## config.mk

```make
export PLATFORM = sky130hd
export DESIGN_NAME = register_file
export DESIGN_NICKNAME = d
export VERILOG_FILES = /design/src/hdl/mips_pkg.sv /design/src/hdl/register_file.sv
export SDC_FILE = /design/constraint.sdc
export NUM_CORES = 2
export LEC_CHECK = 0
export BUFFER_PORTS_ARGS = -buffer_cell sky130_fd_sc_hd__buf_4
export CAP_MARGIN = 20
export CORE_AREA = 2 2 298 300
export DETAILED_ROUTE_END_ITERATION = 10
export DIE_AREA = 0 0 300 302
export PLACE_DENSITY = 0.82
export SYNTH_ARGS = -nofsm -noshare
export SYNTH_HDL_FRONTEND = slang
export SYNTH_SLANG_ARGS = --single-unit
```

## constraint.sdc

```tcl
create_clock -name i_clock -period 3.8 [get_ports i_clock]
set_input_delay 0.76 -clock i_clock [delete_from_list [all_inputs] [get_ports i_clock]]
set_output_delay 0.76 -clock i_clock [all_outputs]
set_load 0.005 [all_outputs]
```

## src/hdl/mips_pkg.sv

```systemverilog
`default_nettype none

package mips_pkg;

    localparam int WORD_W   = 32;
    localparam int REG_AW   = 5;
    localparam int OPCODE_W = 6;
    localparam int SHAMT_W  = 5;

    typedef logic [WORD_W-1:0]   word_t;
    typedef logic [WORD_W-1:0]   pc_t;        // Byte address
    typedef logic [7:0]          byte_t;
    typedef logic [REG_AW-1:0]   reg_addr_t;
    typedef logic [OPCODE_W-1:0] opcode_t;
    typedef logic [OPCODE_W-1:0] funct_t;
    typedef logic [SHAMT_W-1:0]  shamt_t;

    localparam opcode_t OP_RTYPE = 6'h00;
    localparam opcode_t OP_ADDI  = 6'h08;
    localparam opcode_t OP_SLTI  = 6'h0a;
    localparam opcode_t OP_ANDI  = 6'h0c;
    localparam opcode_t OP_ORI   = 6'h0d;
    localparam opcode_t OP_XORI  = 6'h0e;
    localparam opcode_t OP_LUI   = 6'h0f;

    localparam funct_t FN_SLL  = 6'h00;
    localparam funct_t FN_SRL  = 6'h02;
    localparam funct_t FN_ADDU = 6'h21;
    localparam funct_t FN_SUBU = 6'h23;
    localparam funct_t FN_AND  = 6'h24;
    localparam funct_t FN_OR   = 6'h25;
    localparam funct_t FN_XOR  = 6'h26;
    localparam funct_t FN_NOR  = 6'h27;
    localparam funct_t FN_SLT  = 6'h2a;

    typedef enum logic [3:0] {
        ALU_ADD, ALU_SUB, ALU_AND, ALU_OR, ALU_XOR,
        ALU_NOR, ALU_SLT, ALU_SLL, ALU_SRL, ALU_LUI
    } alu_op_e;

    typedef enum logic {LOAD_IDLE, LOAD_ACK} load_state_e;

endpackage

`default_nettype wire

```

## src/hdl/register_file.sv

```systemverilog
`timescale 1ns/1ps
`default_nettype none

module register_file
    import mips_pkg::*;
(
    input  wire             i_clock,
    input  wire             i_rst_n,
    input  wire reg_addr_t  i_rs_addr,
    input  wire reg_addr_t  i_rt_addr,
    input  wire reg_addr_t  i_wr_addr,
    input  wire             i_wr_en,
    input  wire word_t      i_wr_data,
    output word_t           o_rs_data,
    output word_t           o_rt_data
);

    word_t regs [32];

    // Write-through so decode sees this cycle's writeback
    function automatic word_t read_port(reg_addr_t addr);
        if (i_wr_en && (addr == i_wr_addr) && (addr != '0)) begin
            return i_wr_data;
        end
        return regs[addr];
    endfunction

    always_ff @(posedge i_clock or negedge i_rst_n) begin
        if (!i_rst_n) begin
            for (int i = 0; i < 32; i++) begin
                regs[i] <= '0;
            end
        end else if (i_wr_en && (i_wr_addr != '0)) begin    // r0 stays zero
            regs[i_wr_addr] <= i_wr_data;
        end
    end

    always_comb begin
        o_rs_data = read_port(i_rs_addr);
        o_rt_data = read_port(i_rt_addr);
    end

endmodule

`default_nettype wire

```

======== Word level (Yosys, flattened, before mapping) ========
Cells that the tools add are included.
word-level totals
  register bits ........................... 1,024
  bits in latches ......................... 0
  RAM bits ................................ 0
  bits in read-only memories .............. 0
  input bits .............................. 50
  output and inout port bits .............. 64
  logic and storage cells ................. 65
  memories kept ........................... 0
operators by class
  $add $sub $neg .......................... 0
  multipliers ............................. 0
  div/mod/pow operators ................... 0
  $lt $le $gt $ge ......................... 4
  eq/ne operators ......................... 2
  shift operators ......................... 0
  muxes and demuxes ....................... 15
  bitwise gates (word level) .............. 3
  reductions and logical operators ........ 9
operators with widths
  operator            number
  $bwmux 1024         1
  $bmux 32 s5         2
  $mux 32             9
  $demux 32 s5        1
  $ge 6x6->1 const B  3
  $not 5->6           3
  $reduce_bool 5->1   3
  $eq 5x5->1          2
  $logic_and 1x1->1   6
  $lt 6x1->1 const B  1
  $mux 1              2

======== Longest topological paths before layout ========
  word-level depth ........................ 6
  gate-level depth with buffers ........... 8
  gate-level depth less buffers ........... 5

======== Worst setup path before layout ========
OpenSTA, ideal clock, no wires.
  path kind ............................... in2out
  start ................................... input i_wr_addr[1]
  end ..................................... output o_rs_data[0]
  arrival ................................. 2,195 ps
  data required time ...................... 3,040 ps
  slack ................................... 845 ps
  cell stages on the path ................. 7
  buffers on the path ..................... 2
  path through ............................ clkbuf_1 -> xor2_1 -> nor3_1 -> nand3_1 -> nor2_1 -> buf_2 -> mux2_1
on the way
  longest elaborated chain between the ends .. 5
RTL lines
  item                             RTL line             RTL
  start, declared                  register_file.sv:11  input wire reg_addr_t i_wr_addr,
  $eq 5x5->1                       register_file.sv:22  if (i_wr_en && (addr == i_wr_addr) && (addr != '0)) begin
  $logic_and 1x1->1 (2 in series)  register_file.sv:22
  $mux 1                           register_file.sv:22
  $mux 32                          register_file.sv:25  return regs[addr];
  end, declared                    register_file.sv:14  output word_t o_rs_data,
No other way between the ends.

======== Worst setup path after layout ========
  start ................................... input i_rt_addr[0]
  end ..................................... output o_rt_data[12]
on the way
  longest elaborated chain between the ends .. 5
  elaborated cells between the ends (all ways) .. 10
  those cells by class .................... eq/ne: 1; mux: 5; bitwise: 1; reduce/logical: 3
RTL lines
  item                                                                       RTL line                                  RTL
  start, declared                                                            register_file.sv:10                       input wire reg_addr_t i_rt_addr,
  $not 5->6 (implied by the code) / $eq 5x5->1 (equally long branches)       register_file.sv:25, register_file.sv:22
  $bmux 32 s5 / $logic_and 1x1->1 (equally long branches)                    register_file.sv:25, register_file.sv:22
  $mux 32 (implied by the code) / $logic_and 1x1->1 (equally long branches)  register_file.sv:25, register_file.sv:22
  $mux 32 (implied by the code) / $mux 1 (equally long branches)             register_file.sv:25, register_file.sv:22
  $mux 32 (*)                                                                register_file.sv:25
  end, declared                                                              register_file.sv:15                       output word_t o_rt_data
Every way passes the cells marked *; elsewhere a longest branch is shown, timed or not. The select of a mux whose other input is x is not followed.

==> results.json <==
{
  "status": "complete, no violations",
  "pre_cts_ws_ns": -0.03246,
  "cts_sinks": 1024,
  "cp-end-kind": "output port",
  "nNetsFinal": 4529,
  "synth_nets": 4525,
  "rsz0062_at_grt": "false",
  "synth_enable_flop_cells": 0,
  "root_buffer": "clkbuf_16",
  "synthArstFlopShare": 1.000,
  "viasPerCell": 7.260,
  "largest_reg_flops": 1024,
  "holdBufCountCts": 0,
  "rows": 109,
  "cap_violations": 0,
  "yosys_warnings": 0,
  "stdcell_count": 5730,
  "synthesis.instances": 4475,
  "finalCriticalPeriod_ns": 3.754,
  "crit_required_ns": 3.04,
  "die_x_um": 300,
  "reg.largest.list": "regs x1024",
  "setup_viol": 0,
  "powerDensity_nw_per_um2": 507.4,
  "clkTransAtPathRegs_ns": 0.06,
  "cp_slowest_stage_delay_ns": 0.51,
  "hold_viol": 0,
  "dp_cells": 5535,
  "final_area_um2": 63300,
  "dp_hpwl_mm": 107.7,
  "ys_ff_latch": 1024,
  "p_total_uw": 32120,
  "htree_levels": 3,
  "drive_gt1_frac": 0.3304,
  "vias": 41600,
  "antenna_found_initial": 10,
  "drtPass1Iterations": 8,
  "slew_headroom": 0.3253,
  "fin_crit_sh": 0.9879,
  "cts_tree": "done",
  "grt-ovfl-total": 0,
  "postCtsSetupRepairBufs": 0,
  "grt_pass1_wl_mm": 269.8,
  "setup_slack_ns": 0.04606,
  "worstSetupPathType": "input pin to output port",
  "crit_chain": "buf_8 > buf_12 > buf_12 > mux2i_1 > a22o_1 > a221oi_1 > o22ai_1 > o41ai_2 > buf_4",
  "power.leakage_uw": 0.02980,
  "grt_max_degree": 122,
  "drc_errors": 0,
  "io_pins": 114,
  "cts_made_buffers": 107,
  "ir_drop_uv": 454.0,
  "skew_ns": 0,
  "setup_tns_ns": 0,
  "wl_per_cell_um": 31.74,
  "place_congestion": 0.8983,
  "syn-cell-area_um2": 56270,
  "start_kind": "input pin",
  "crit_top_cell": "buf_12",
  "drv_slew": 0,
  "start_util": 0.6426,
  "crit_fanout": 22,
  "ys.flop_type": "dfrtp_1",
  "ys_types": 38,
  "syn2layout_area_growth_pct": 12.49,
  "cp_slowest_cell": "o41ai_2",
  "placed_area_um2": 59670,
  "synth.avg_cell_area_um2": 12.57,
  "grt_pass1_vias": 42250,
  "yosysSeqAreaShare": 0.4554,
  "antenna_left": 0,
  "cp.arrival_ns": 2.99,
  "max_flop_register": "regs",
  "finalWirelength_mm": 181.9,
  "insertion_delay_ns": 0.69,
  "tightestPinTransition_ns": 1.011,
  "drt_iter0_markers": 5519,
  "coreArea_um2": 87560,
  "port_buffers": 113,
  "grt_use_total": 0.3984,
  "die_area_um2": 90600,
  "cts.path.max_buffers": 3,
  "hold_path.class": "input pin to async pin",
  "die_y_um": 302,
  "fmax_ghz": 0.2664
}
-- synthesized netlist by cell type (32+ instances only) --
cell type | n | share of area
dfrtp_1 | 1024 | 0.46
o41ai_2 | 32 | 0.0093
clkbuf_1 | 238 | 0.016
mux2_1 | 160 | 0.032
mux2i_1 | 1024 | 0.18
a221oi_1 | 61 | 0.0095
nand2_1 | 51 | 0.0034
mux2_2 | 864 | 0.17
buf_4 | 56 | 0.0075
buf_2 | 141 | 0.013
nor4_1 | 33 | 0.0037
o22ai_1 | 32 | 0.0036
a21oi_1 | 193 | 0.017
a22oi_1 | 384 | 0.051
a22o_1 | 64 | 0.010
-- placed cells by master (no fill, tap or decap), types with 4 or more instances in the layout --
master        n
diode_2       4
mux2i_1    1024
bufinv_16     8
mux2_2      864
clkinv_2     20
buf_4       286
clkbuf_16   108
nor3b_1       4
clkbuf_8     32
nor2_4       19
nand2_1      34
dfrtp_1    1024
buf_12       94
o41ai_2      32
a22oi_1     384
a22o_1       64
nor4_1       32
mux2_1      160
nand2b_2      4
o22ai_1      32
a21oi_1     193
a221oi_1     61
nand2_2      14
nand3b_1      4
clkbuf_1     18
nor2b_4       4
xnor2_1       6
-- routing by layer --
layer,up-vias,track usage,share of wire
li1,16910,-,-
met1,21290,0.5204,0.38
met2,2621,0.5973,0.44
met3,769,0.1128,0.12
met4,12,0.2325,0.066
met5,-,0,0.00035
-- critical path, delay by kind of cell --
| kind | cells | cell delay (ns) |
|---|---|---|
| buffers and inverters | 4 | 0.87 |
| AOI/OAI and AO/OA | 4 | 1.22 |
| muxes | 1 | 0.09 |
-- cell families (layout without fill, tap and decap cells) --
group                     count (synthesis)  in the layout  share of synthesized area
DFF                                    1024           1024                     0.4554
other                                     0              4                          0
muxes                                  2048           2048                     0.3871
buffers and inverters                   488            574                    0.04196
xor gates and xnor gates                  9              9                   0.001401
and+or+nand+nor                         136            136                    0.01232
AOI/OAI and AO/OA                       770            770                     0.1018
-- area by class of cell --
type | instances | area [um2]
clock buffer | 158 | 3211
clock inverter | 33 | 389.1
multi-input combinational | 2963 | 28530
sequential | 1024 | 25620
fill | 5843 | 24260
timing repair buffer | 383 | 4074
tap | 1165 | 1458
antenna | 4 | 10.01
-- timing repair --
| action | in CTS | in global routing |
|---|---|---|
| resized for setup | 1 | 1 |
| pin swaps | 0 | 1 |
| endpoints found under the setup margin | 1 | 2 |
-- worst paths after layout --
path                                  startpoint                    end  slack, ns  depth (start not counted)
max reg2reg                regs[589]$_DFFE_PN0P_  regs[589]$_DFFE_PN0P_       2.94                          1
min                                      i_rst_n  regs[216]$_DFFE_PN0P_       0.04                          1
max                                 i_rt_addr[0]          o_rt_data[12]       0.05                          9
max in group asynchronous                i_rst_n  regs[757]$_DFFE_PN0P_       2.61                          3
min in group i_clock       regs[995]$_DFFE_PN0P_  regs[995]$_DFFE_PN0P_       0.40                          0
min reg2reg                regs[995]$_DFFE_PN0P_  regs[995]$_DFFE_PN0P_       0.40                          0
-- power breakdown --
group / total, uW / internal, uW / switching (uW)
combinational: 6620 / 3480 / 3140
clock: 10800 / 6350 / 4460
sequential: 14700 / 13000 / 1700
total: 32100 / 22800 / 9300
-- stage by stage --
stage,hold slack (ns),util
detailed placement,0.3876,0.6815
global placement,0.3842,0.6815
floorplan,0.4488,-
global route,0.06108,0.7229
CTS,0.03017,0.7227
finish,0.03658,0.7229
(Power assumes the default switching activity.)
