==> src/hdl/mips_pkg.sv <==
`default_nettype none

package mips_pkg;

    localparam int WORD_W   = 32;
    localparam int REG_AW   = 5;
    localparam int OPCODE_W = 6;
    localparam int SHAMT_W  = 5;

    typedef logic [WORD_W-1:0]   word_t;
    typedef logic [WORD_W-1:0]   pc_t;        // Byte address
    typedef logic [7:0]          byte_t;
    typedef logic [REG_AW-1:0]   reg_addr_t;
    typedef logic [OPCODE_W-1:0] opcode_t;
    typedef logic [OPCODE_W-1:0] funct_t;
    typedef logic [SHAMT_W-1:0]  shamt_t;

    localparam opcode_t OP_RTYPE = 6'h00;
    localparam opcode_t OP_ADDI  = 6'h08;
    localparam opcode_t OP_SLTI  = 6'h0a;
    localparam opcode_t OP_ANDI  = 6'h0c;
    localparam opcode_t OP_ORI   = 6'h0d;
    localparam opcode_t OP_XORI  = 6'h0e;
    localparam opcode_t OP_LUI   = 6'h0f;

    localparam funct_t FN_SLL  = 6'h00;
    localparam funct_t FN_SRL  = 6'h02;
    localparam funct_t FN_ADDU = 6'h21;
    localparam funct_t FN_SUBU = 6'h23;
    localparam funct_t FN_AND  = 6'h24;
    localparam funct_t FN_OR   = 6'h25;
    localparam funct_t FN_XOR  = 6'h26;
    localparam funct_t FN_NOR  = 6'h27;
    localparam funct_t FN_SLT  = 6'h2a;

    typedef enum logic [3:0] {
        ALU_ADD, ALU_SUB, ALU_AND, ALU_OR, ALU_XOR,
        ALU_NOR, ALU_SLT, ALU_SLL, ALU_SRL, ALU_LUI
    } alu_op_e;

    typedef enum logic {LOAD_IDLE, LOAD_ACK} load_state_e;

endpackage

`default_nettype wire

==> src/hdl/decode_stage.sv <==
`timescale 1ns/1ps
`default_nettype none

module decode_stage
    import mips_pkg::*;
(
    input  wire         i_clock,
    input  wire         i_rst_n,
    input  wire word_t  i_instr,
    input  wire word_t  i_rs_data,
    input  wire word_t  i_rt_data,
    output reg_addr_t   o_rs_addr,
    output reg_addr_t   o_rt_addr,
    output alu_op_e     o_alu_op,
    output word_t       o_op_a,
    output word_t       o_op_b,
    output shamt_t      o_shamt,
    output reg_addr_t   o_dest,
    output logic        o_wr_en
);

    opcode_t     opcode;
    funct_t      funct;
    shamt_t      shamt;
    reg_addr_t   rd;
    logic [15:0] imm;
    alu_op_e     alu_op;
    logic        use_imm;
    logic        sign_ext;
    logic        kept;
    reg_addr_t   dest;
    word_t       imm_ext;

    assign opcode    = i_instr[31:26];
    assign o_rs_addr = i_instr[25:21];
    assign o_rt_addr = i_instr[20:16];
    assign rd        = i_instr[15:11];
    assign shamt     = i_instr[10:6];
    assign funct     = i_instr[5:0];
    assign imm       = i_instr[15:0];

    always_comb begin
        alu_op   = ALU_ADD;
        use_imm  = 1'b1;
        sign_ext = 1'b0;
        kept     = 1'b1;
        case (opcode)
            OP_RTYPE: begin
                use_imm = 1'b0;
                case (funct)
                    FN_ADDU: alu_op = ALU_ADD;
                    FN_SUBU: alu_op = ALU_SUB;
                    FN_AND:  alu_op = ALU_AND;
                    FN_OR:   alu_op = ALU_OR;
                    FN_XOR:  alu_op = ALU_XOR;
                    FN_NOR:  alu_op = ALU_NOR;
                    FN_SLT:  alu_op = ALU_SLT;
                    FN_SLL:  alu_op = ALU_SLL;
                    FN_SRL:  alu_op = ALU_SRL;
                    default: kept = 1'b0;
                endcase
            end
            OP_ADDI: sign_ext = 1'b1;
            OP_SLTI: begin
                alu_op   = ALU_SLT;
                sign_ext = 1'b1;
            end
            OP_ANDI: alu_op = ALU_AND;
            OP_ORI:  alu_op = ALU_OR;
            OP_XORI: alu_op = ALU_XOR;
            OP_LUI:  alu_op = ALU_LUI;
            default: kept = 1'b0;    // Unknown opcodes are no-ops
        endcase
    end

    assign dest    = use_imm ? o_rt_addr : rd;
    assign imm_ext = sign_ext ? {{16{imm[15]}}, imm} : {16'h0000, imm};

    always_ff @(posedge i_clock or negedge i_rst_n) begin
        if (!i_rst_n) begin
            o_wr_en <= 1'b0;
        end else begin
            o_wr_en <= kept && (dest != '0);
        end
    end

    // ID/EX payload
    always_ff @(posedge i_clock) begin
        o_alu_op <= alu_op;
        o_op_a   <= i_rs_data;
        o_op_b   <= use_imm ? imm_ext : i_rt_data;
        o_shamt  <= shamt;
        o_dest   <= dest;
    end

endmodule

`default_nettype wire

==> config.mk <==
export PLATFORM = sky130hd
export DESIGN_NAME = decode_stage
export DESIGN_NICKNAME = d
export VERILOG_FILES = /design/src/hdl/mips_pkg.sv /design/src/hdl/decode_stage.sv
export SDC_FILE = /design/constraint.sdc
export NUM_CORES = 1
export LEC_CHECK = 0
export ABC_AREA = 1
export BUFFER_PORTS_ARGS = -buffer_cell sky130_fd_sc_hd__buf_2
export CAP_MARGIN = 5
export CORE_MARGIN = 1
export CORE_UTILIZATION = 39
export CTS_CLUSTER_DIAMETER = 50
export DETAILED_ROUTE_END_ITERATION = 8
export PLACE_DENSITY = 0.79
export SLEW_MARGIN = 0
export SYNTH_ARGS = -nofsm -noshare
export SYNTH_HDL_FRONTEND = slang
export SYNTH_SLANG_ARGS = --single-unit
==> constraint.sdc <==
create_clock -name i_clock -period 0.8 [get_ports i_clock]
set_input_delay 0.04 -clock i_clock [delete_from_list [all_inputs] [get_ports i_clock]]
set_output_delay 0.04 -clock i_clock [all_outputs]
set_load 0.05 [all_outputs]
* Word-level counts from Yosys, hierarchy flattened
Cells that the tools add are included.
** Word-level totals
- Register bits after elaboration :: 79
- Bits of input ports :: 98
- Output and inout bits :: 89
- Word-level logic and storage cells :: 35
** Cells by class
- Eq/ne operators :: 14
- Mux-type cells :: 8
- Reductions and logical operators :: 7
** Operators by type and width (number)
- $mux 32 :: 2
- $eq 6x6->1 const B :: 7
- $eq 6x4->1 const B :: 6
- $pmux 4 s8 :: 1
- $pmux 4 s6 :: 1
- $logic_not 6->1 :: 2
- $reduce_or 9->1 :: 1
- $eq 6x2->1 const B :: 1
- $reduce_or 6->1 :: 1
- $mux 5 :: 1
- $reduce_bool 5->1 :: 1
- $mux 1 :: 2
- $pmux 1 s2 :: 1
- $reduce_or 2->1 :: 1
- $logic_and 1x1->1 :: 1

* Logic depth before layout (Yosys ltp)
- Depth after elaboration :: 5
- Gate-level depth with buffers :: 10
- Mapped depth without buffers :: 10

* Least setup slack after synthesis
Ideal clock, no wire load.
- Path type :: input-to-reg
- Start :: input port i_instr[31]
- End :: register o_wr_en
- Library setup time :: 113 ps
- Arrival time :: 767 ps
- Required time :: 687 ps
- Setup slack :: -79 ps
- Cell stages on the path :: 9
- Path buffers :: 1
- Path through :: nor2_4 > nand3_4 > buf_6 > nand2_2 > o21ai_2 > nor2_1 > nand2_1 > nand2_1 > inv_1
** Between the ends
- Longest elaborated chain between the ends :: 4
- Elaborated cells between the ends (all ways) :: 12
- Those cells by class :: eq/ne: 6; mux: 2; reduce/logical: 4
** RTL lines
- start: declaration :: RTL line decode_stage.sv:9 : input wire word_t i_instr,
- $logic_not 6->1 :: RTL line decode_stage.sv:47 : case (opcode)
- $mux 5 :: RTL line decode_stage.sv:76 : assign dest = use_imm ? o_rt_addr : rd;
- net dest[3] :: RTL line decode_stage.sv:31 : reg_addr_t dest;
- $reduce_bool 5->1 :: RTL line decode_stage.sv:83 : o_wr_en <= kept && (dest != '0);
- $logic_and 1x1->1 :: RTL line decode_stage.sv:83
- end signal: assignment :: RTL line decode_stage.sv:83
- end: declaration :: RTL line decode_stage.sv:19 : output logic o_wr_en
The timed path passes the listed nets, and every way through them passes these cells.

* Final worst setup path
- Start :: register o_op_b[8]
- End :: output port o_op_b[8]
** RTL lines
- start: declaration :: RTL line decode_stage.sv:16 : output word_t o_op_b,
- start signal: assignment :: RTL line decode_stage.sv:91 : o_op_b <= use_imm ? imm_ext : i_rt_data;
No word-level cell between the ends.

==> out/metrics.cfg <==
[run_status]
run_status=finished with violations
violations=negative hold slack, negative setup slack

[critical_path]
start_kind=flop
cp_top_family=flip-flops
slowest_delay_ns=0.37
slowest_stage=dfxtp_2
critPathArrivalTime_ns=0.87
crit_required_ns=0.76
cp_max_fo=1
crit_type=flop to output pin
path_buf_inv=1
cp.depth=1
cp-end-kind=output pin
cp-startpoint=o_op_b[8]
endpoint=o_op_b[8]
cp_cell_sequence=buf_8

[detailed_routing]
num_vias=3024
m1WireLength_um=4362
wl_met2_um=6546
drc=0
wl_per_cell_um=21.89
drt_wl_total_um=13220
highest_layer=met4
drtIter0Drc=211
avgViaCountPerCell=5.007
ant_nets=0
drt-pass1-iter-count=4
route.met3.wl_um=1243

[yosys]
synth-edff-count=0
synth_async_sr_flop_share_pct=1.266
synth_mux_area_share_pct=0
synth_top_family_by_area=simple AND/OR/NAND/NOR gates
synth_fa_ha_area_share_pct=0
yosys.area_share.simple_pct=20.35
synthTopCellsByCount=78 x dfxtp_1, 75 x nand2_1, 23 x inv_1, 12 x nor2_1, 12 x o21ai_0
synth_nets=348
ys_ff_latch=79
synth.area.top_cells=dfxtp_1 64%, nand2_1 12%, inv_1 3.6%
synth_top_flop_cell=dfxtp_1
synth_compound_area_share_pct=4.843
yosysSeqAreaShare_pct=65.33
synth_cell_types=23
syn_inst=250
yosys.cell_count.top_type=dfxtp_1
yosys.area.top_type_share_pct=64.30
syn_area_sq_um=2429
yosysTopAreaCell=dfxtp_1
synth-xor-area-share_pct=0
synth_warnings=0
syn_avg_cell_area_sq_um=9.714

[sta]
maxSlewViolCount=0
max_slew.worst_pin.slew_ns=0.2576
layout_setup_ws_ns=-0.1055
rsz0062_at_grt=yes
relSlewSlack_pct=82.95
period_share_pct=113.2
finalSetupTns_ns=-5.792
finalCriticalPeriod_ns=0.9055
hold_ws_ns=-0.02661
finalSetupViolations=79
fmax_mhz=1104
hold_viol=2

[cells_and_area]
fin_util_pct=89.05
drive_above_1_share_pct=59.28
fin_nets=621
syn2layout_area_growth_pct=118.4

[place]
gp_congestion=0.8237
port_buffers=176
dp_hpwl_um=5014
dp_slack_ns=-0.2637

[global_route]
gr-total-overflow=0
antenna_found_initial=1
grt_pass1_wl_um=16150
grt_pass1_vias=3041
grt.total_usage_pct=34.43
grt_max_degree=26

[clock_tree]
post_cts_buffers=0
cts_htree_levels=3
ctsHoldBuffers=75
cts_max_path_buffers=2
cts_buffers=9
clkTransAtPathRegs_ns=0.10
cts_tree=done
cts-root-buf=clkbuf_8
cts_sinks=79

[run]
max-cap-violations=0

[floorplanning]
initial_core_util_pct=40.78
die_h_um=80.91
ios=187
row_count=28
dieWidth_um=80.91
core_sq_um=5956
dieArea_sq_um=6546

[hold_path]
worstHoldPathType=input port to flop

[power]
powerDensity_nw_per_um2=1802
power_leakage_nw=2.629
vdd_ir_drop_max_mv=1.197

cell type report:
| cell class | instances | area [sq um] |
|---|---|---|
| Antenna cell | 1 | 2.502 |
| Tap cell | 75 | 93.84 |
| Timing Repair Buffer | 279 | 2624 |
| Inverter | 23 | 86.33 |
| Clock inverter | 6 | 68.82 |
| Fill cell | 257 | 651.9 |
| Sequential cell | 79 | 1687 |
| Multi-Input combinational cell | 131 | 614.3 |
| Clock buffer | 10 | 127.6 |
flip-flops by register name, summed over array words and instances, names as in the netlist:
name,flops
o_dest,5
o_wr_en,1
o_op_a,32
o_shamt,5
o_alu_op,4
o_op_b,32
through the flow:
step	area, sq um	power, mW	cells
5_1_grt	5304	9.820	604
2_1_floorplan	2435	5.183	250
3_3_place_gp	3525	5.626	514
3_5_place_dp	3525	5.650	514
6_report	5304	9.559	604
4_1_cts	5191	9.206	605
how the worst min path moves through the flow:
stage	start	to	slack, ns	cells past startpoint
2_1_floorplan	i_rst_n	o_wr_en	-0.26	0
3_3_place_gp	i_rst_n	o_wr_en	-0.18	1
3_5_place_dp	i_rst_n	o_wr_en	-0.18	1
4_1_cts	i_instr[19]	o_dest[3]	-0.07	3
5_1_grt	i_instr[19]	o_dest[3]	-0.02	3
6_report	i_instr[19]	o_dest[3]	-0.03	3
power by group:
part | switching (mW) | total [mW] | internal, mW
Clock | 1.63 | 3.10 | 1.47
Combinational | 1.18 | 2.17 | 0.993
Sequential | 0.144 | 4.29 | 4.15
metal layers:
layer,global-route usage [%],vias up
li1,-,1308
met1,33.75,1396
met3,8.315,92
met5,0,-
met2,62.94,228
met4,24.46,0
kinds of logic (layout without fill, tap and decap cells):
| kind of cell | Yosys count | in the layout |
|---|---|---|
| AO/OA/AOI/OAI | 21 | 21 |
| buffers and inverters | 40 | 318 |
| flip-flops | 79 | 79 |
| other | 0 | 1 |
| AND/OR/NAND/NOR | 110 | 110 |
cell usage in the layout, fill, tap and decap left out, types with 2 or more instances in the layout:
| cell type | Yosys | routed |
|---|---|---|
| clkbuf_8 | 0 | 9 |
| nand4_1 | 3 | 3 |
| nand2_1 | 75 | 75 |
| buf_4 | 11 | 27 |
| o21ai_1 | 3 | 3 |
| a21oi_1 | 2 | 2 |
| dfxtp_2 | 0 | 77 |
| nor2_1 | 12 | 11 |
| o21ai_0 | 12 | 12 |
| buf_12 | 0 | 3 |
| buf_8 | 0 | 68 |
| nor2_4 | 3 | 3 |
| buf_6 | 5 | 11 |
| nand3_1 | 8 | 8 |
| dlygate4sd3_1 | 0 | 73 |
| buf_2 | 1 | 97 |
| nand2_2 | 5 | 5 |
| inv_1 | 23 | 22 |
| inv_6 | 0 | 2 |
what timing repair did:
| item | in CTS | in global routing |
|---|---|---|
| resized for setup | 270 | 36 |
| endpoints found under the hold margin | 74 | 3 |
| pin swaps | 0 | 1 |
| endpoints found under the setup margin | 79 | 87 |
(Power assumes the default switching activity.)
