==> src/hdl/mips_pkg.sv <==
`default_nettype none

package mips_pkg;

    localparam int WORD_W   = 32;
    localparam int REG_AW   = 5;
    localparam int OPCODE_W = 6;
    localparam int SHAMT_W  = 5;

    typedef logic [WORD_W-1:0]   word_t;
    typedef logic [WORD_W-1:0]   pc_t;        // Byte address
    typedef logic [7:0]          byte_t;
    typedef logic [REG_AW-1:0]   reg_addr_t;
    typedef logic [OPCODE_W-1:0] opcode_t;
    typedef logic [OPCODE_W-1:0] funct_t;
    typedef logic [SHAMT_W-1:0]  shamt_t;

    localparam opcode_t OP_RTYPE = 6'h00;
    localparam opcode_t OP_ADDI  = 6'h08;
    localparam opcode_t OP_SLTI  = 6'h0a;
    localparam opcode_t OP_ANDI  = 6'h0c;
    localparam opcode_t OP_ORI   = 6'h0d;
    localparam opcode_t OP_XORI  = 6'h0e;
    localparam opcode_t OP_LUI   = 6'h0f;

    localparam funct_t FN_SLL  = 6'h00;
    localparam funct_t FN_SRL  = 6'h02;
    localparam funct_t FN_ADDU = 6'h21;
    localparam funct_t FN_SUBU = 6'h23;
    localparam funct_t FN_AND  = 6'h24;
    localparam funct_t FN_OR   = 6'h25;
    localparam funct_t FN_XOR  = 6'h26;
    localparam funct_t FN_NOR  = 6'h27;
    localparam funct_t FN_SLT  = 6'h2a;

    typedef enum logic [3:0] {
        ALU_ADD, ALU_SUB, ALU_AND, ALU_OR, ALU_XOR,
        ALU_NOR, ALU_SLT, ALU_SLL, ALU_SRL, ALU_LUI
    } alu_op_e;

    typedef enum logic {LOAD_IDLE, LOAD_ACK} load_state_e;

endpackage

`default_nettype wire

==> src/hdl/fetch_stage.sv <==
`timescale 1ns/1ps
`default_nettype none

module fetch_stage
    import mips_pkg::*;
#(
    parameter int IMEM_WORDS = 64
) (
    input  wire         i_clock,
    input  wire         i_rst_n,
    input  wire         i_pc_enable,
    input  wire         i_load_req,
    input  wire byte_t  i_load_data,
    output logic        o_load_ack,
    output word_t       o_instr
);

    localparam int IDX_W  = $clog2(IMEM_WORDS);
    localparam int ADDR_W = IDX_W + 2;    // Byte address bits

    word_t             imem [IMEM_WORDS];
    load_state_e       load_state;
    logic [ADDR_W-1:0] load_addr;
    logic              load_wr;
    pc_t               pc;
    word_t             fetch_word;

    // Only accept bytes while the core is stopped
    assign load_wr    = (load_state == LOAD_IDLE) && i_load_req && !i_pc_enable;
    assign o_load_ack = (load_state == LOAD_ACK);

    always_ff @(posedge i_clock or negedge i_rst_n) begin
        if (!i_rst_n) begin
            load_state <= LOAD_IDLE;
            load_addr  <= '0;
        end else begin
            case (load_state)
                LOAD_IDLE: begin
                    if (load_wr) begin
                        load_state <= LOAD_ACK;
                        load_addr  <= load_addr + 1'b1;
                    end
                end
                LOAD_ACK: begin
                    if (!i_load_req) begin
                        load_state <= LOAD_IDLE;
                    end
                end
                default: load_state <= LOAD_IDLE;
            endcase
        end
    end

    // Little-endian byte lanes
    always_ff @(posedge i_clock or negedge i_rst_n) begin
        if (!i_rst_n) begin
            for (int i = 0; i < IMEM_WORDS; i++) begin
                imem[i] <= '0;
            end
        end else if (load_wr) begin
            imem[load_addr[ADDR_W-1:2]][{load_addr[1:0], 3'b000} +: 8] <= i_load_data;
        end
    end

    // Past the end of memory reads as a no-op
    assign fetch_word = (pc[WORD_W-1:ADDR_W] == '0) ? imem[pc[ADDR_W-1:2]] : '0;

    always_ff @(posedge i_clock or negedge i_rst_n) begin
        if (!i_rst_n) begin
            pc      <= '0;
            o_instr <= '0;
        end else begin
            o_instr <= i_pc_enable ? fetch_word : '0;
            if (i_pc_enable) begin
                pc <= pc + 32'd4;
            end
        end
    end

endmodule

`default_nettype wire

==> config.mk <==
export PLATFORM = sky130hd
export DESIGN_NAME = fetch_stage
export DESIGN_NICKNAME = d
export VERILOG_FILES = /design/src/hdl/mips_pkg.sv /design/src/hdl/fetch_stage.sv
export SDC_FILE = /design/constraint.sdc
export NUM_CORES = 2
export LEC_CHECK = 0
export BUFFER_PORTS_ARGS = -buffer_cell sky130_fd_sc_hd__buf_2
export CAP_MARGIN = 20
export CORE_ASPECT_RATIO = 1.1
export CORE_MARGIN = 4
export CORE_UTILIZATION = 40
export DETAILED_ROUTE_END_ITERATION = 12
export PLACE_DENSITY_LB_ADDON = 0.15
export SYNTH_ARGS = -nofsm -noshare
export SYNTH_HDL_FRONTEND = slang
export SYNTH_SLANG_ARGS = --single-unit
export TNS_END_PERCENT = 5
==> constraint.sdc <==
create_clock -name i_clock -period 5.6 [get_ports i_clock]
set_clock_uncertainty 0.15 [all_clocks]
set_input_delay 0.56 -clock i_clock [delete_from_list [all_inputs] [get_ports i_clock]]
set_output_delay 0.56 -clock i_clock [all_outputs]
set_load 0.01 [all_outputs]
== Yosys cells after proc, flatten, opt, wreduce, memory -nomap -nowiden ==
Index checks and enable logic that the tools add are counted.
Storage, ports and cells
  bits in registers: 2121
  latch bits: 0
  bits in writable memories: 0
  memory bits (read-only): 0
  bits of input ports: 12
  output and inout bits: 33
  logic and storage cells: 96
  memories: 0
Operators by class
  $add $sub $neg: 3
  multipliers: 0
  div/mod/pow operators: 0
  magnitude comparators: 3
  equality and inequality tests: 0
  shifts and indexed selects: 2
  muxes and demuxes: 11
  bitwise logic cells: 3
  reduce and logical (&&, ||, !) cells: 6
Operators by type and width (number)
  bitwise mux 2048 bit: 1
  binary-select mux 32 bit (select 6 bit): 1
  demux 32 bit (select 6 bit): 1
  2-to-1 mux 32 bit: 5
  adder 32 x 3 -> 32 bit, second input constant: 1
  variable shift 8 x 7 -> 32 bit, first input constant: 1
  variable part select 8 x 7 -> 32 bit: 1
  zero test 24 bit: 1
  >= comparator 7 bit, second input constant: 2
  NOT 6 -> 7 bit: 2
  adder 8 x 1 -> 8 bit, second input constant: 1
  less-than comparator 7 x 1 -> 1 bit, second input constant: 1
  negator 5 -> 7 bit: 1
  logical AND 1 bit: 3
  2-to-1 mux 1 bit: 2
  one-hot mux 1 bit (2 select lines): 1
  AND reduction 2 bit: 1
  zero test 1 bit: 1
  NOT 1 bit: 1

== Logic depth before layout (Yosys ltp) ==
  word-level depth: 6
  gate-level depth with buffers: 10

== Worst setup path before layout ==
OpenSTA, ideal clock, no wires.
  path kind: flip-flop to flip-flop
  from: register pc[2]
  to: register o_instr[3]
  library setup time: 0.122 ns
  data arrival time: 2.043 ns
  setup slack: 3.285 ns
  stages on the path, launching flop included: 9
  clock period less this slack: 2.315 ns
  cell sequence: dfrtp_1 -> buf_6 -> buf_6 -> buf_6 -> buf_2 -> mux4_2 -> a21oi_1 -> o41ai_1 -> a32o_1
On the way
  longest elaborated chain between the ends: 6
RTL lines
  start, declared: RTL line fetch_stage.sv:25  | pc_t pc;
  start signal, assigned: RTL line fetch_stage.sv:75  | pc <= pc + 32'd4;
  NOT 6 -> 7 bit (not written as such): RTL line fetch_stage.sv:66  | assign fetch_word = (pc[WORD_W-1:ADDR_W] == '0) ? imem[pc[ADDR_W-1:2]] : '0;
  binary-select mux 32 bit (select 6 bit): RTL line fetch_stage.sv:66
  2-to-1 mux 32 bit (not written as such) (2 in series): RTL line fetch_stage.sv:66
  2-to-1 mux 32 bit: RTL line fetch_stage.sv:66
  2-to-1 mux 32 bit: RTL line fetch_stage.sv:73  | o_instr <= i_pc_enable ? fetch_word : '0;
  end signal, assigned: RTL line fetch_stage.sv:73
  end, declared: RTL line fetch_stage.sv:15  | output word_t o_instr
Every way passes these cells. The select of a mux whose other input is x is not followed.
A chain may end at the register's enable or synchronous reset.

== Final worst setup path ==
  from: register pc[3]
  to: register o_instr[24]
The elaborated chain is that of the path after synthesis.

==> results.txt <==
Post-DP HPWL: 184,800 um
Max Cap Viol: 0
Top FF cell, synth: dfrtp_1
Hold Buf Count CTS: 4
utilization after layout: 44.79%
antenna viol nets, final: 0
initial cell density of the core: 40.26%
num rows: 184
H-tree depth: 4
crit end category: register
CTS tree: yes
met2 WL: 134,300 um
Final Hold Fails: 0
R2R Path End: o_instr[24]
Netlist cell types: 63
CTS Buf Count: 218
outcome: completed
all-layer global routing usage: 24.46%
Ports: 45
# setup viols final: 0
M1 wire length: 129,300 um
CP Data Required Time: 6.26 ns
Post-Synthesis Cell Area: 92,040 um^2
sequential cell area fraction in the yosys report: 57.61%
synth-to-layout area growth: 11.23%
clock root cell: clkbuf_16
total gr overflow: 0
Pwr Total: 0.04133 W
post-CTS setup buffer count: 0
Worst VDD drop: 0.4341 mV
Clock Latency Late Sink: 0.89 ns
PortBufs: 44
post-synthesis register bit count: 2,119
DRC viols: 0
fin crit period: 3.709 ns
Post-CTS Resized: 0
Layout Nets: 8,377
Crit Path Class: reg2reg
first-pass GRT wire length: 438,400 um
Total Die Area: 237,900 um^2
most common cell after layout, fill and taps aside: nand2_1
Vias per Instance: 5.528
DR top layer: met5
Worst-Margin Slew: 1.123 ns
Hold Path End: imem[1511]
HP Class: in2reg
cells on worst reg2reg path: 9
hold depth: 3
CTS Sinks: 2,119
Mapped Avg Cell Area: 10.69 um^2
Post-synth EDFFs: 0
FFs w/ async S/R, synth: 100.0%
Slew Limit Headroom: 24.85%
crit start category: register
PD cells: 403.7 nW/um^2
RSZ-0062 raised after global routing: false
1st-iter DRT viols: 5,377
vias: 64,250
fillers: 21,406
DR pass1 iterations: 6
die width: 465.4 um
routed length on met3: 14,650 um
CTS max path bufs: 3
Lkg Pwr: 44.10 nW
fmax: 269.6 MHz
min-delay src: i_load_data[7]
Critical Path Fanout Max: 44
max-slew violations: 0
antenna violations before repair: 25
FF-to-FF setup slack: 1.89 ns
RR Startpoint: pc[3]
core area: 228,600 um^2
synthesized instance count: 8,613
vias in the first global route: 63,949
pin count of the biggest net entering global routing: 177
routability congestion estimate: 0.8213
DRT Wirelength: 289,900 um
setup TNS: 0 ns
crit path DAT: 4.37 ns
post-route clock period utilization: 66.24%
Syn. warnings: 0
layout cell share with drive strength beyond 1: 12.42%
syn nets: 8,632
Die Y: 511.1 um
Routed wire per std cell: 24.94 um
clock transition at the registers of the reported paths: 0.06 ns
most frequent cells in the layout: nand2_1, dfrtp_1, o21ai_0
[per-stage QoR]
step | cells | instance area (um^2) | hold slack (ns) | setup slack [ns]
2_1_floorplan | 8613 | 92040 | 0.1144 | 3.285
3_3_place_gp | 11201 | 95070 | 0.3057 | 1.917
3_5_place_dp | 11202 | 95100 | 0.3121 | 1.921
4_1_cts | 11600 | 102300 | 0.03285 | 1.854
5_1_grt | 11618 | 102400 | 0.06793 | 1.658
6_report | 11622 | 102400 | 0.09369 | 1.891
[kinds of logic after synthesis]
kind of cell,Yosys count,synth area share [%]
XOR/XNOR,36,0.3426
flip-flops,2119,57.61
multiplexers,745,13.36
AO/OA/AOI/OAI,2424,14.13
adder cells (fa/ha/maj),7,0.09515
buffers and inverters,724,3.450
AND/OR/NAND/NOR,2558,11.00
[critical path, cell delays in order, from the launching register on]
cell       delay [ns]
dfrtp_4          0.97
buf_12           0.36
buf_12           0.37
buf_4            0.27
mux2i_1          0.10
a22oi_1          0.18
a21oi_1          0.15
a2111oi_0        0.65
buf_4            0.21
a41o_1           0.09
[registers in the layout, summed over array words and instances (netlist names)]
name        cells
imem         2048
o_load_ack      1
load_addr       8
o_instr        32
pc             30
[cell type report]
cell class	instances	area, um^2	area share [%]
antenna	21	52.55	0.05133
clock buffer	344	6674	6.519
clock inverter	50	504.2	0.4925
inverter	6	22.52	0.02200
multi-input combinational	5770	36080	35.24
sequential	2119	53040	51.81
tap	3069	3840	3.751
timing repair buffer	243	2163	2.113
[where the power goes]
| part | switching, W | internal, W | total (W) |
|---|---|---|---|
| combinational | 0.00757 | 0.00308 | 0.0107 |
| clock | 0.00623 | 0.00837 | 0.0146 |
| sequential | 0.000513 | 0.0156 | 0.0161 |
| total | 0.0143 | 0.0270 | 0.0413 |
[Yosys cell counts (3+ instances only)]
library cell	number	area, um^2
dfrtp_1	2119	53030
buf_1	12	45.04
a2111oi_0	11	96.34
and2_1	8	50.05
o22ai_1	28	175.2
nand4_1	9	56.30
clkbuf_1	538	2019
nor2b_1	21	131.4
nor2_1	55	206.5
and3b_1	3	26.28
nor3b_1	10	75.07
and3_1	12	75.07
o21ai_0	2077	10390
nor4_1	5	31.28
a221oi_1	35	306.5
o32ai_1	5	43.79
a221o_1	3	30.03
o221ai_1	17	148.9
or3b_2	3	26.28
xnor2_1	24	210.2
nor3_1	6	30.03
ha_1	7	87.58
mux4_2	386	8693
nand3_1	168	840.8
buf_4	58	435.4
a32o_1	19	190.2
a41o_1	7	70.07
mux2_2	11	123.9
mux2i_1	348	3483
o41ai_1	3	26.28
nand2_1	2236	8393
xor2_1	12	105.1
a22oi_1	115	863.3
buf_2	95	475.5
a21oi_1	45	225.2
nand3b_1	6	45.04
a211oi_1	22	165.2
or3_1	3	18.77
inv_1	5	18.77
a211o_1	4	35.03
o22a_1	7	61.31
buf_6	14	157.7
a31oi_1	18	112.6
[routing by layer]
layer | up-vias | global-route usage (%)
li1 | 29635 | -
met1 | 32501 | 34.68
met2 | 1631 | 38.19
met3 | 475 | 3.562
met4 | 8 | 9.414
met5 | - | 0
[how the worst max path moves through the flow]
stage / from / to / slack (ns) / depth (start not counted)
finish: pc[3] / o_instr[24] / 1.89 / 9
global route: pc[2] / pc[30] / 1.66 / 7
CTS: pc[2] / pc[30] / 1.85 / 7
detailed placement: pc[2] / pc[30] / 1.92 / 7
global placement: pc[3] / o_instr[29] / 1.92 / 9
floorplan: pc[2] / o_instr[3] / 3.29 / 8
(Power assumes the default switching activity.)
