`config.mk`:
```
export PLATFORM = sky130hd
export DESIGN_NAME = writeback_stage
export DESIGN_NICKNAME = d
export VERILOG_FILES = /design/src/hdl/mips_pkg.sv /design/src/hdl/writeback_stage.sv
export SDC_FILE = /design/constraint.sdc
export NUM_CORES = 1
export LEC_CHECK = 0
export BUFFER_PORTS_ARGS = -buffer_cell sky130_fd_sc_hd__buf_2
export CAP_MARGIN = 5
export CORE_ASPECT_RATIO = 0.8
export CORE_UTILIZATION = 35
export DETAILED_ROUTE_END_ITERATION = 12
export PLACE_DENSITY = 0.82
export SYNTH_ARGS = -nofsm -noshare
export SYNTH_HDL_FRONTEND = slang
export SYNTH_SLANG_ARGS = --single-unit
export TNS_END_PERCENT = 100
```
`constraint.sdc`:
```
create_clock -name i_clock -period 0.9 [get_ports i_clock]
set_clock_uncertainty 0.1 [all_clocks]
set_input_delay 0.09 -clock i_clock [delete_from_list [all_inputs] [get_ports i_clock]]
set_output_delay 0.09 -clock i_clock [all_outputs]
set_load 0.05 [all_outputs]
```
`src/hdl/mips_pkg.sv`:
```
`default_nettype none

package mips_pkg;

    localparam int WORD_W   = 32;
    localparam int REG_AW   = 5;
    localparam int OPCODE_W = 6;
    localparam int SHAMT_W  = 5;

    typedef logic [WORD_W-1:0]   word_t;
    typedef logic [WORD_W-1:0]   pc_t;        // Byte address
    typedef logic [7:0]          byte_t;
    typedef logic [REG_AW-1:0]   reg_addr_t;
    typedef logic [OPCODE_W-1:0] opcode_t;
    typedef logic [OPCODE_W-1:0] funct_t;
    typedef logic [SHAMT_W-1:0]  shamt_t;

    localparam opcode_t OP_RTYPE = 6'h00;
    localparam opcode_t OP_ADDI  = 6'h08;
    localparam opcode_t OP_SLTI  = 6'h0a;
    localparam opcode_t OP_ANDI  = 6'h0c;
    localparam opcode_t OP_ORI   = 6'h0d;
    localparam opcode_t OP_XORI  = 6'h0e;
    localparam opcode_t OP_LUI   = 6'h0f;

    localparam funct_t FN_SLL  = 6'h00;
    localparam funct_t FN_SRL  = 6'h02;
    localparam funct_t FN_ADDU = 6'h21;
    localparam funct_t FN_SUBU = 6'h23;
    localparam funct_t FN_AND  = 6'h24;
    localparam funct_t FN_OR   = 6'h25;
    localparam funct_t FN_XOR  = 6'h26;
    localparam funct_t FN_NOR  = 6'h27;
    localparam funct_t FN_SLT  = 6'h2a;

    typedef enum logic [3:0] {
        ALU_ADD, ALU_SUB, ALU_AND, ALU_OR, ALU_XOR,
        ALU_NOR, ALU_SLT, ALU_SLL, ALU_SRL, ALU_LUI
    } alu_op_e;

    typedef enum logic {LOAD_IDLE, LOAD_ACK} load_state_e;

endpackage

`default_nettype wire

```
`src/hdl/writeback_stage.sv`:
```
`timescale 1ns/1ps
`default_nettype none

module writeback_stage
    import mips_pkg::*;
(
    input  wire             i_clock,
    input  wire             i_rst_n,
    input  wire word_t      i_result,
    input  wire reg_addr_t  i_dest,
    input  wire             i_wr_en,
    output logic            o_rf_wr_en,
    output reg_addr_t       o_rf_wr_addr,
    output word_t           o_rf_wr_data,
    output word_t           o_result,
    output reg_addr_t       o_result_dest,
    output logic            o_result_valid
);

    // Register file write port straight from EX/WB
    assign o_rf_wr_en   = i_wr_en;
    assign o_rf_wr_addr = i_dest;
    assign o_rf_wr_data = i_result;

    always_ff @(posedge i_clock or negedge i_rst_n) begin
        if (!i_rst_n) begin
            o_result_valid <= 1'b0;
        end else begin
            o_result_valid <= i_wr_en;    // One pulse per retired write
        end
    end

    always_ff @(posedge i_clock) begin
        o_result      <= i_result;
        o_result_dest <= i_dest;
    end

endmodule

`default_nettype wire

```
-- Yosys cells after proc, flatten, opt, wreduce, memory -nomap -nowiden
Index checks and enable logic that the tools add are counted.
- input bits: 40
- logic and storage cells: 3
- output and inout bits: 76
- bits in registers: 38

-- Depth between registers and ports, before layout
Gate-level depths: netlist of run 1.
- depth after elaboration: 0
- depth in mapped cells: 1
- mapped depth without buffers: 0

-- Least setup slack after synthesis of run 1
OpenSTA, ideal clock, no wires.
- path type: flip-flop to output port
- start: register o_result[0]
- end: output port o_result[0]
- slack: 123 ps
- data required time: 710 ps
- data arrival time: 587 ps
- cell stages (with the launch flop): 1
- path buffers: 0
- path through: dfxtp_1
- RTL lines (item ; line ; RTL):
    from (decl) ; writeback_stage.sv:15 ; output word_t o_result,
    from (signal assigned) ; writeback_stage.sv:34 ; o_result <= i_result;
No word-level cell between the ends.

-- Worst setup path after layout of run 1
- start: register o_result_valid
- end: output port o_result_valid
- RTL lines (item ; line ; RTL):
    from (decl) ; writeback_stage.sv:17 ; output logic o_result_valid
    from (signal assigned) ; writeback_stage.sv:29 ; o_result_valid <= i_wr_en;
No word-level cell between the ends.

==> metrics.md, run 1 <==
| Metric | Value |
|---|---|
| Outcome | `finished, violations left` |
| Failing checks | `setup timing` |
| DRC Markers | `0` |
| Most common cell after layout, fill and taps aside | `buf_2` |
| Area Overhead vs Synth | `113%` |
| Simple-gate share of the synthesized area | `0%` |
| Num CTS Buffers | `5` |
| H-tree depth | `2` |
| Clock sinks | `38` |
| Die H | `a little over 50 um` |
| Die W | `63.3 um` |
| Core region area | `2810 um2` |
| Setup CP Type | `flip-flop to output port` |
| Clock Path Buffers | `2` |
| Pin count of the biggest net entering global routing | `13` |
| Number of max-cap violations | `0` |
| Starting Density | `around 37%` |
| Post-CTS Setup Bufs | `0` |
| Biggest cell delay along the critical path | `380 ps` |
| Setup WS pre-CTS | `approximately 150 ps` |
| Worst-path cell chain | `buf_6` |
| Dpl hpwl | `between 1500 and 2000 um` |
| Leak | `0.00110 uW` |
| Worst slew margin | `81.8%` |
| # IOs | `116` |
| Vias | `945` |
| Yosys cell types | `3` |
| Sum of negative setup slack | `-1960 ps` |
| Pre-Repair DR Iteration Count | `3` |
| YS warnings | `0` |
| Total gr overflow | `0` |
| Fraction of layout cells with a size suffix above 1 | `80.0%` |
| Xor/xnor share of the synthesized area | `0%` |
| Delay-heaviest family, CP | `flip-flops` |
| F_max | `0.993 GHz` |
| Final setup violation count | `38` |
| Drt total wl | `3380 um` |
| #MultiIn Comb | `0` |
| FILL cells | `184` |
| Initial antenna violation count | `0` |
| Total Power | `4240 uW` |
| Hold Vio Cnt, Final | `0` |
| Worst IR drop on VDD | `1.22 mV` |
| Worst setup margin | `-107 ps` |
| Post-route clock period utilization | `112%` |
| Largest family of logic cells by synthesized area | `buffers and inverters` |
| Hold crit path type | `primary input to asynchronous set/reset pin` |
| Synth Area in Compound Gates | `0%` |
| Area of the multi-input gates | `0 um2` |
| DR iter-0 viols | `24` |
| RSZ-0062 raised after global routing | `yes` |
| Vias in the first global route | `924` |
| Mapped Area | `between 1000 and 1500 um2` |
| Endpoint type of the worst setup path | `output port` |
| DP Cell Count | `191` |
| Port-buffer cells | `115` |
| Placement Rows | `17` |
| Drt via density | `3.97` |
| Post-Synth Adder-Cell Area | `0%` |
| Worst path slowest cell | `dfrtp_1` |
| ANT cells | `0` |
| Crit Path Max Fanout | `1` |
| Syn Nets | `116` |
| # nets final | `between 200 and 250` |
| Gr usage total | `20.6%` |
| Clk slew on worst S/H paths | `70 ps` |
| Slew Limit Fails | `0` |
| Gp weighted congestion | `0.659` |
| Syn Inst Count | `76` |
| Startpoint Class | `flip-flop` |
| Critical path arrival | `820 ps` |
| CP required | `just over 700 ps` |
| Routed len/inst | `14.2 um` |
| Root Buffer | `clkbuf_8` |
| First-pass GRT wire length | `4710 um` |
| Detail Route Antenna Nets | `0` |
| Die area | `3230 um2` |
| Register area share after synthesis | `72.9%` |
| Hold slack | `57.5 ps` |
| Final min period | `1010 ps` |
| Layout Cells excl Fill | `between 200 and 250` |
| Mapped Avg Cell Area | `13.8 um2` |
| CTS tree | `built` |
| Most frequent cells in the layout | `77 x buf_2, 39 x dlygate4sd3_1, 37 x dfxtp_2` |
| PD cells | `around 1900 nW/um2` |
| CP bufs+invs | `1` |
| Reg area | `812 um2` |
| Register bit total from synthesis | `38` |
| Slew @ Worst Pin | `275 ps` |
| Mux contribution to synthesized area | `0%` |
## metal layers
metal | GRT usage, % | wire length (um)
met5 | 0 | 0
met4 | 9.09 | 39
met1 | 18.5 | 1090
met2 | 41.2 | 1960
met3 | 7.81 | 299
## cells in the mapped netlist, drive strengths merged
cell type	number	share of area, %
dfrtp	1	2.4
dfxtp	37	70
buf	38	27
## power breakdown
| group | internal (uW) | switching (uW) | total, uW |
|---|---|---|---|
| clock network | 615 | 569 | 1180 |
| logic | 435 | 776 | 1210 |
| registers | 1790 | 53.7 | 1840 |
| total | 2840 | 1400 | 4240 |
## area by class of cell
class                   count  share of cell area [%]
repair buffers            154                    57.3
flip-flops and latches     38                    36.3
clock buffers               6                    3.69
well taps                  38                    2.13
clock inverters             2                   0.559
## repair_timing
item                                    in CTS  in global routing
endpoints found under the setup margin      38                 39
gates resized for setup                    120                 14
hold buffers                                40                  0
pin swaps                                    0                  0
endpoints found under the hold margin       39                  0
## stage by stage
step                      area (um2)  util [%]
after floorplan                 1050         -
after global placement          1390      49.5
after detailed placement        1390      49.5
after CTS                       2190      78.2
after global routing            2240      79.7
final                           2240      79.7
## worst max-delay path by stage
stage                   start        endpoint  slack (ps)  cells past startpoint
2_1_floorplan     o_result[0]     o_result[0]         120                      0
3_3_place_gp   o_result_valid  o_result_valid         170                      1
3_5_place_dp   o_result_valid  o_result_valid         150                      1
4_1_cts        o_result_valid  o_result_valid        -110                      1
5_1_grt        o_result_valid  o_result_valid        -130                      1
6_report       o_result_valid  o_result_valid        -110                      1
## registers in the layout, summed over array words and instances (netlist names)
name and count:
o_result 32, o_result_dest 5, o_result_valid 1
## logic make-up (layout without fill, tap and decap cells)
family,after synthesis,in the layout
flip-flops,38,38
buffers and inverters,38,162
(Power assumes the default switching activity.)
==> inputs of run 2 (changes only) <==
--- a/config.mk
+++ b/config.mk
@@ -13,2 +13,3 @@
 export PLACE_DENSITY = 0.82
+export SKIP_CTS_REPAIR_TIMING = 1
 export SYNTH_ARGS = -nofsm -noshare
--- a/constraint.sdc
+++ b/constraint.sdc
@@ -4,2 +4,2 @@
 set_output_delay 0.09 -clock i_clock [all_outputs]
-set_load 0.05 [all_outputs]
+set_load 0.01 [all_outputs]
==> run 2 against run 1 <==
Net effect: the run still ends with setup timing left; first-iteration DRC count unchanged; power down 18%; maximum frequency up 5.8%; critical path type unchanged; critical endpoint unchanged; largest cell class unchanged.
==> metrics.md, run 2 (synthesized netlist as in run 1, its figures left out) <==
| Metric | Value |
|---|---|
| Root Buffer | `clkbuf_8` |
| Number of max-cap violations | `0` |
| F_max | `1.05 GHz` |
| Initial antenna violation count | `0` |
| P_sw | `just under 800 uW` |
| Core Util, Final | `69.4%` |
| Most frequent cells in the layout | `105 x buf_2, 39 x dlygate4sd3_1, 27 x dfxtp_1` |
| Area of the multi-input gates | `0 um2` |
| DRC Markers | `0` |
| CP bufs+invs | `1` |
| Dpl hpwl | `1510 um` |
| Core region area | `2810 um2` |
| Delay-heaviest family, CP | `flip-flops` |
| RSZ-0062 raised after global routing | `yes` |
| Failing checks | `setup timing` |
| Post-route design area | `1950 um2` |
| # nets final | `239` |
| CP required | `slightly above 700 ps` |
| FILL cells | `226` |
| ANT cells | `0` |
| Hold crit path type | `primary input to asynchronous set/reset pin` |
| Endpoint type of the worst setup path | `output port` |
| Slew @ Worst Pin | `78.8 ps` |
| Pre-Repair DR Iteration Count | `4` |
| Setup WS pre-CTS | `245 ps` |
| Crit Path Max Fanout | `1` |
| Die H | `between 50 and 60 um` |
| Vias | `909` |
| Startpoint Class | `flip-flop` |
| Starting Density | `37.4%` |
| PD cells | `around 1800 nW/um2` |
| Area Overhead vs Synth | `85.5%` |
| Drt via density | `3.82` |
| Worst IR drop on VDD | `1.03 mV` |
| Drt total wl | `between 2000 and 3000 um` |
| Clk slew on worst S/H paths | `approximately 70 ps` |
| Combinational Power Share | `15.1%` |
| Total gr overflow | `0` |
| #MultiIn Comb | `0` |
| Worst slew margin | `94.7%` |
| Fraction of layout cells with a size suffix above 1 | `between 60% and 70%` |
| DR iter-0 viols | `24` |
| Vias in the first global route | `between 600 and 700` |
| Die W | `roughly 63 um` |
| CTS tree | `built` |
| Port-buffer cells | `between 100 and 150` |
| DP Cell Count | `191` |
| Routed len/inst | `10.9 um` |
| Outcome | `finished, violations left` |
| Clock Path Buffers | `2` |
| Slew Limit Fails | `0` |
| Leak | `0.00101 uW` |
| Switch share | `a little under a quarter` |
| Final min period | `952 ps` |
| Critical path arrival | `760 ps` |
| H-tree depth | `2` |
| Largest Register | `o_result` |
| Clock power frac | `33.3%` |
| Clock sinks | `38` |
| Pin count of the biggest net entering global routing | `13` |
| Placed Area | `around 1400 um2` |
| Biggest cell delay along the critical path | `360 ps` |
| Layout Cells excl Fill | `238` |
| Internal power | `around 2700 uW` |
| Worst path slowest cell | `dfrtp_1` |
| Hold Vio Cnt, Final | `0` |
| Final setup violation count | `8` |
| First-pass GRT wire length | `2750 um` |
| Largest register FFs | `32` |
| Setup CP Type | `flip-flop to output port` |
| Gp weighted congestion | `0.643` |
| Most common cell after layout, fill and taps aside | `buf_2` |
| Die area | `approximately 3200 um2` |
| Worst-path cell chain | `buf_2` |
| Worst setup margin | `-51.8 ps` |
| Share of power burned in registers | `about half` |
| Num CTS Buffers | `5` |
| Detail Route Antenna Nets | `0` |
| Gr usage total | `a little under an eighth` |
| Post-route clock period utilization | `106%` |
| # IOs | `116` |
| Largest registers | `o_result: 32 flops, o_result_dest: 5 flops, o_result_valid: 1 flops` |
| Placement Rows | `17` |
run 2: cell counts in the layout (fill, tap and decap cells not counted):
Identical to the previous run, type by type.
run 2: path summary, 6_finish.rpt:
path / slack [ps] / to / startpoint / depth (start not counted)
worst max-delay path: -50 / o_result_valid / o_result_valid / 1
min in group i_clock: 280 / o_rf_wr_addr[2] / i_dest[2] / 2
worst min-delay path: 5 / o_result_valid / i_rst_n / 2
max in group asynchronous: 610 / o_result_valid / i_rst_n / 2
run 2: routing by layer:
layer / global-route usage (%) / vias up / part of all wire (%)
li1: - / 439 / -
met1: 11.8 / 403 / 36
met2: 20.1 / 65 / 54
met3: 5.36 / 2 / 9.1
met4: 6.82 / 0 / 0.84
met5: 0 / - / 0
run 2: per-stage QoR:
stage	hold slack (ps)	setup TNS, ps	power (uW)
after floorplan	-306	0	2060
after global placement	-234	0	2190
after detailed placement	-234	0	2200
after CTS	-540	-371	3380
after global routing	-11.2	-1220	3670
final	5.42	-137	3490
run 2: layout make-up:
type,instances,area [um2],area share (%)
Clock buffer,6,82.6,4.24
Clock inverter,2,12.5,0.642
Sequential cell,38,778,39.9
Timing Repair Buffer,154,1030,52.8
Tap cell,38,47.5,2.44
run 2: power groups by stage:
stage / clock, uW / sequential [uW] / combinational (uW)
finish: 1160 / 1800 / 528
global placement: 0 / 1830 / 365
CTS: 1220 / 1790 / 370
global route: 1290 / 1810 / 564
floorplan: 0 / 1880 / 174
detailed placement: 0 / 1830 / 369
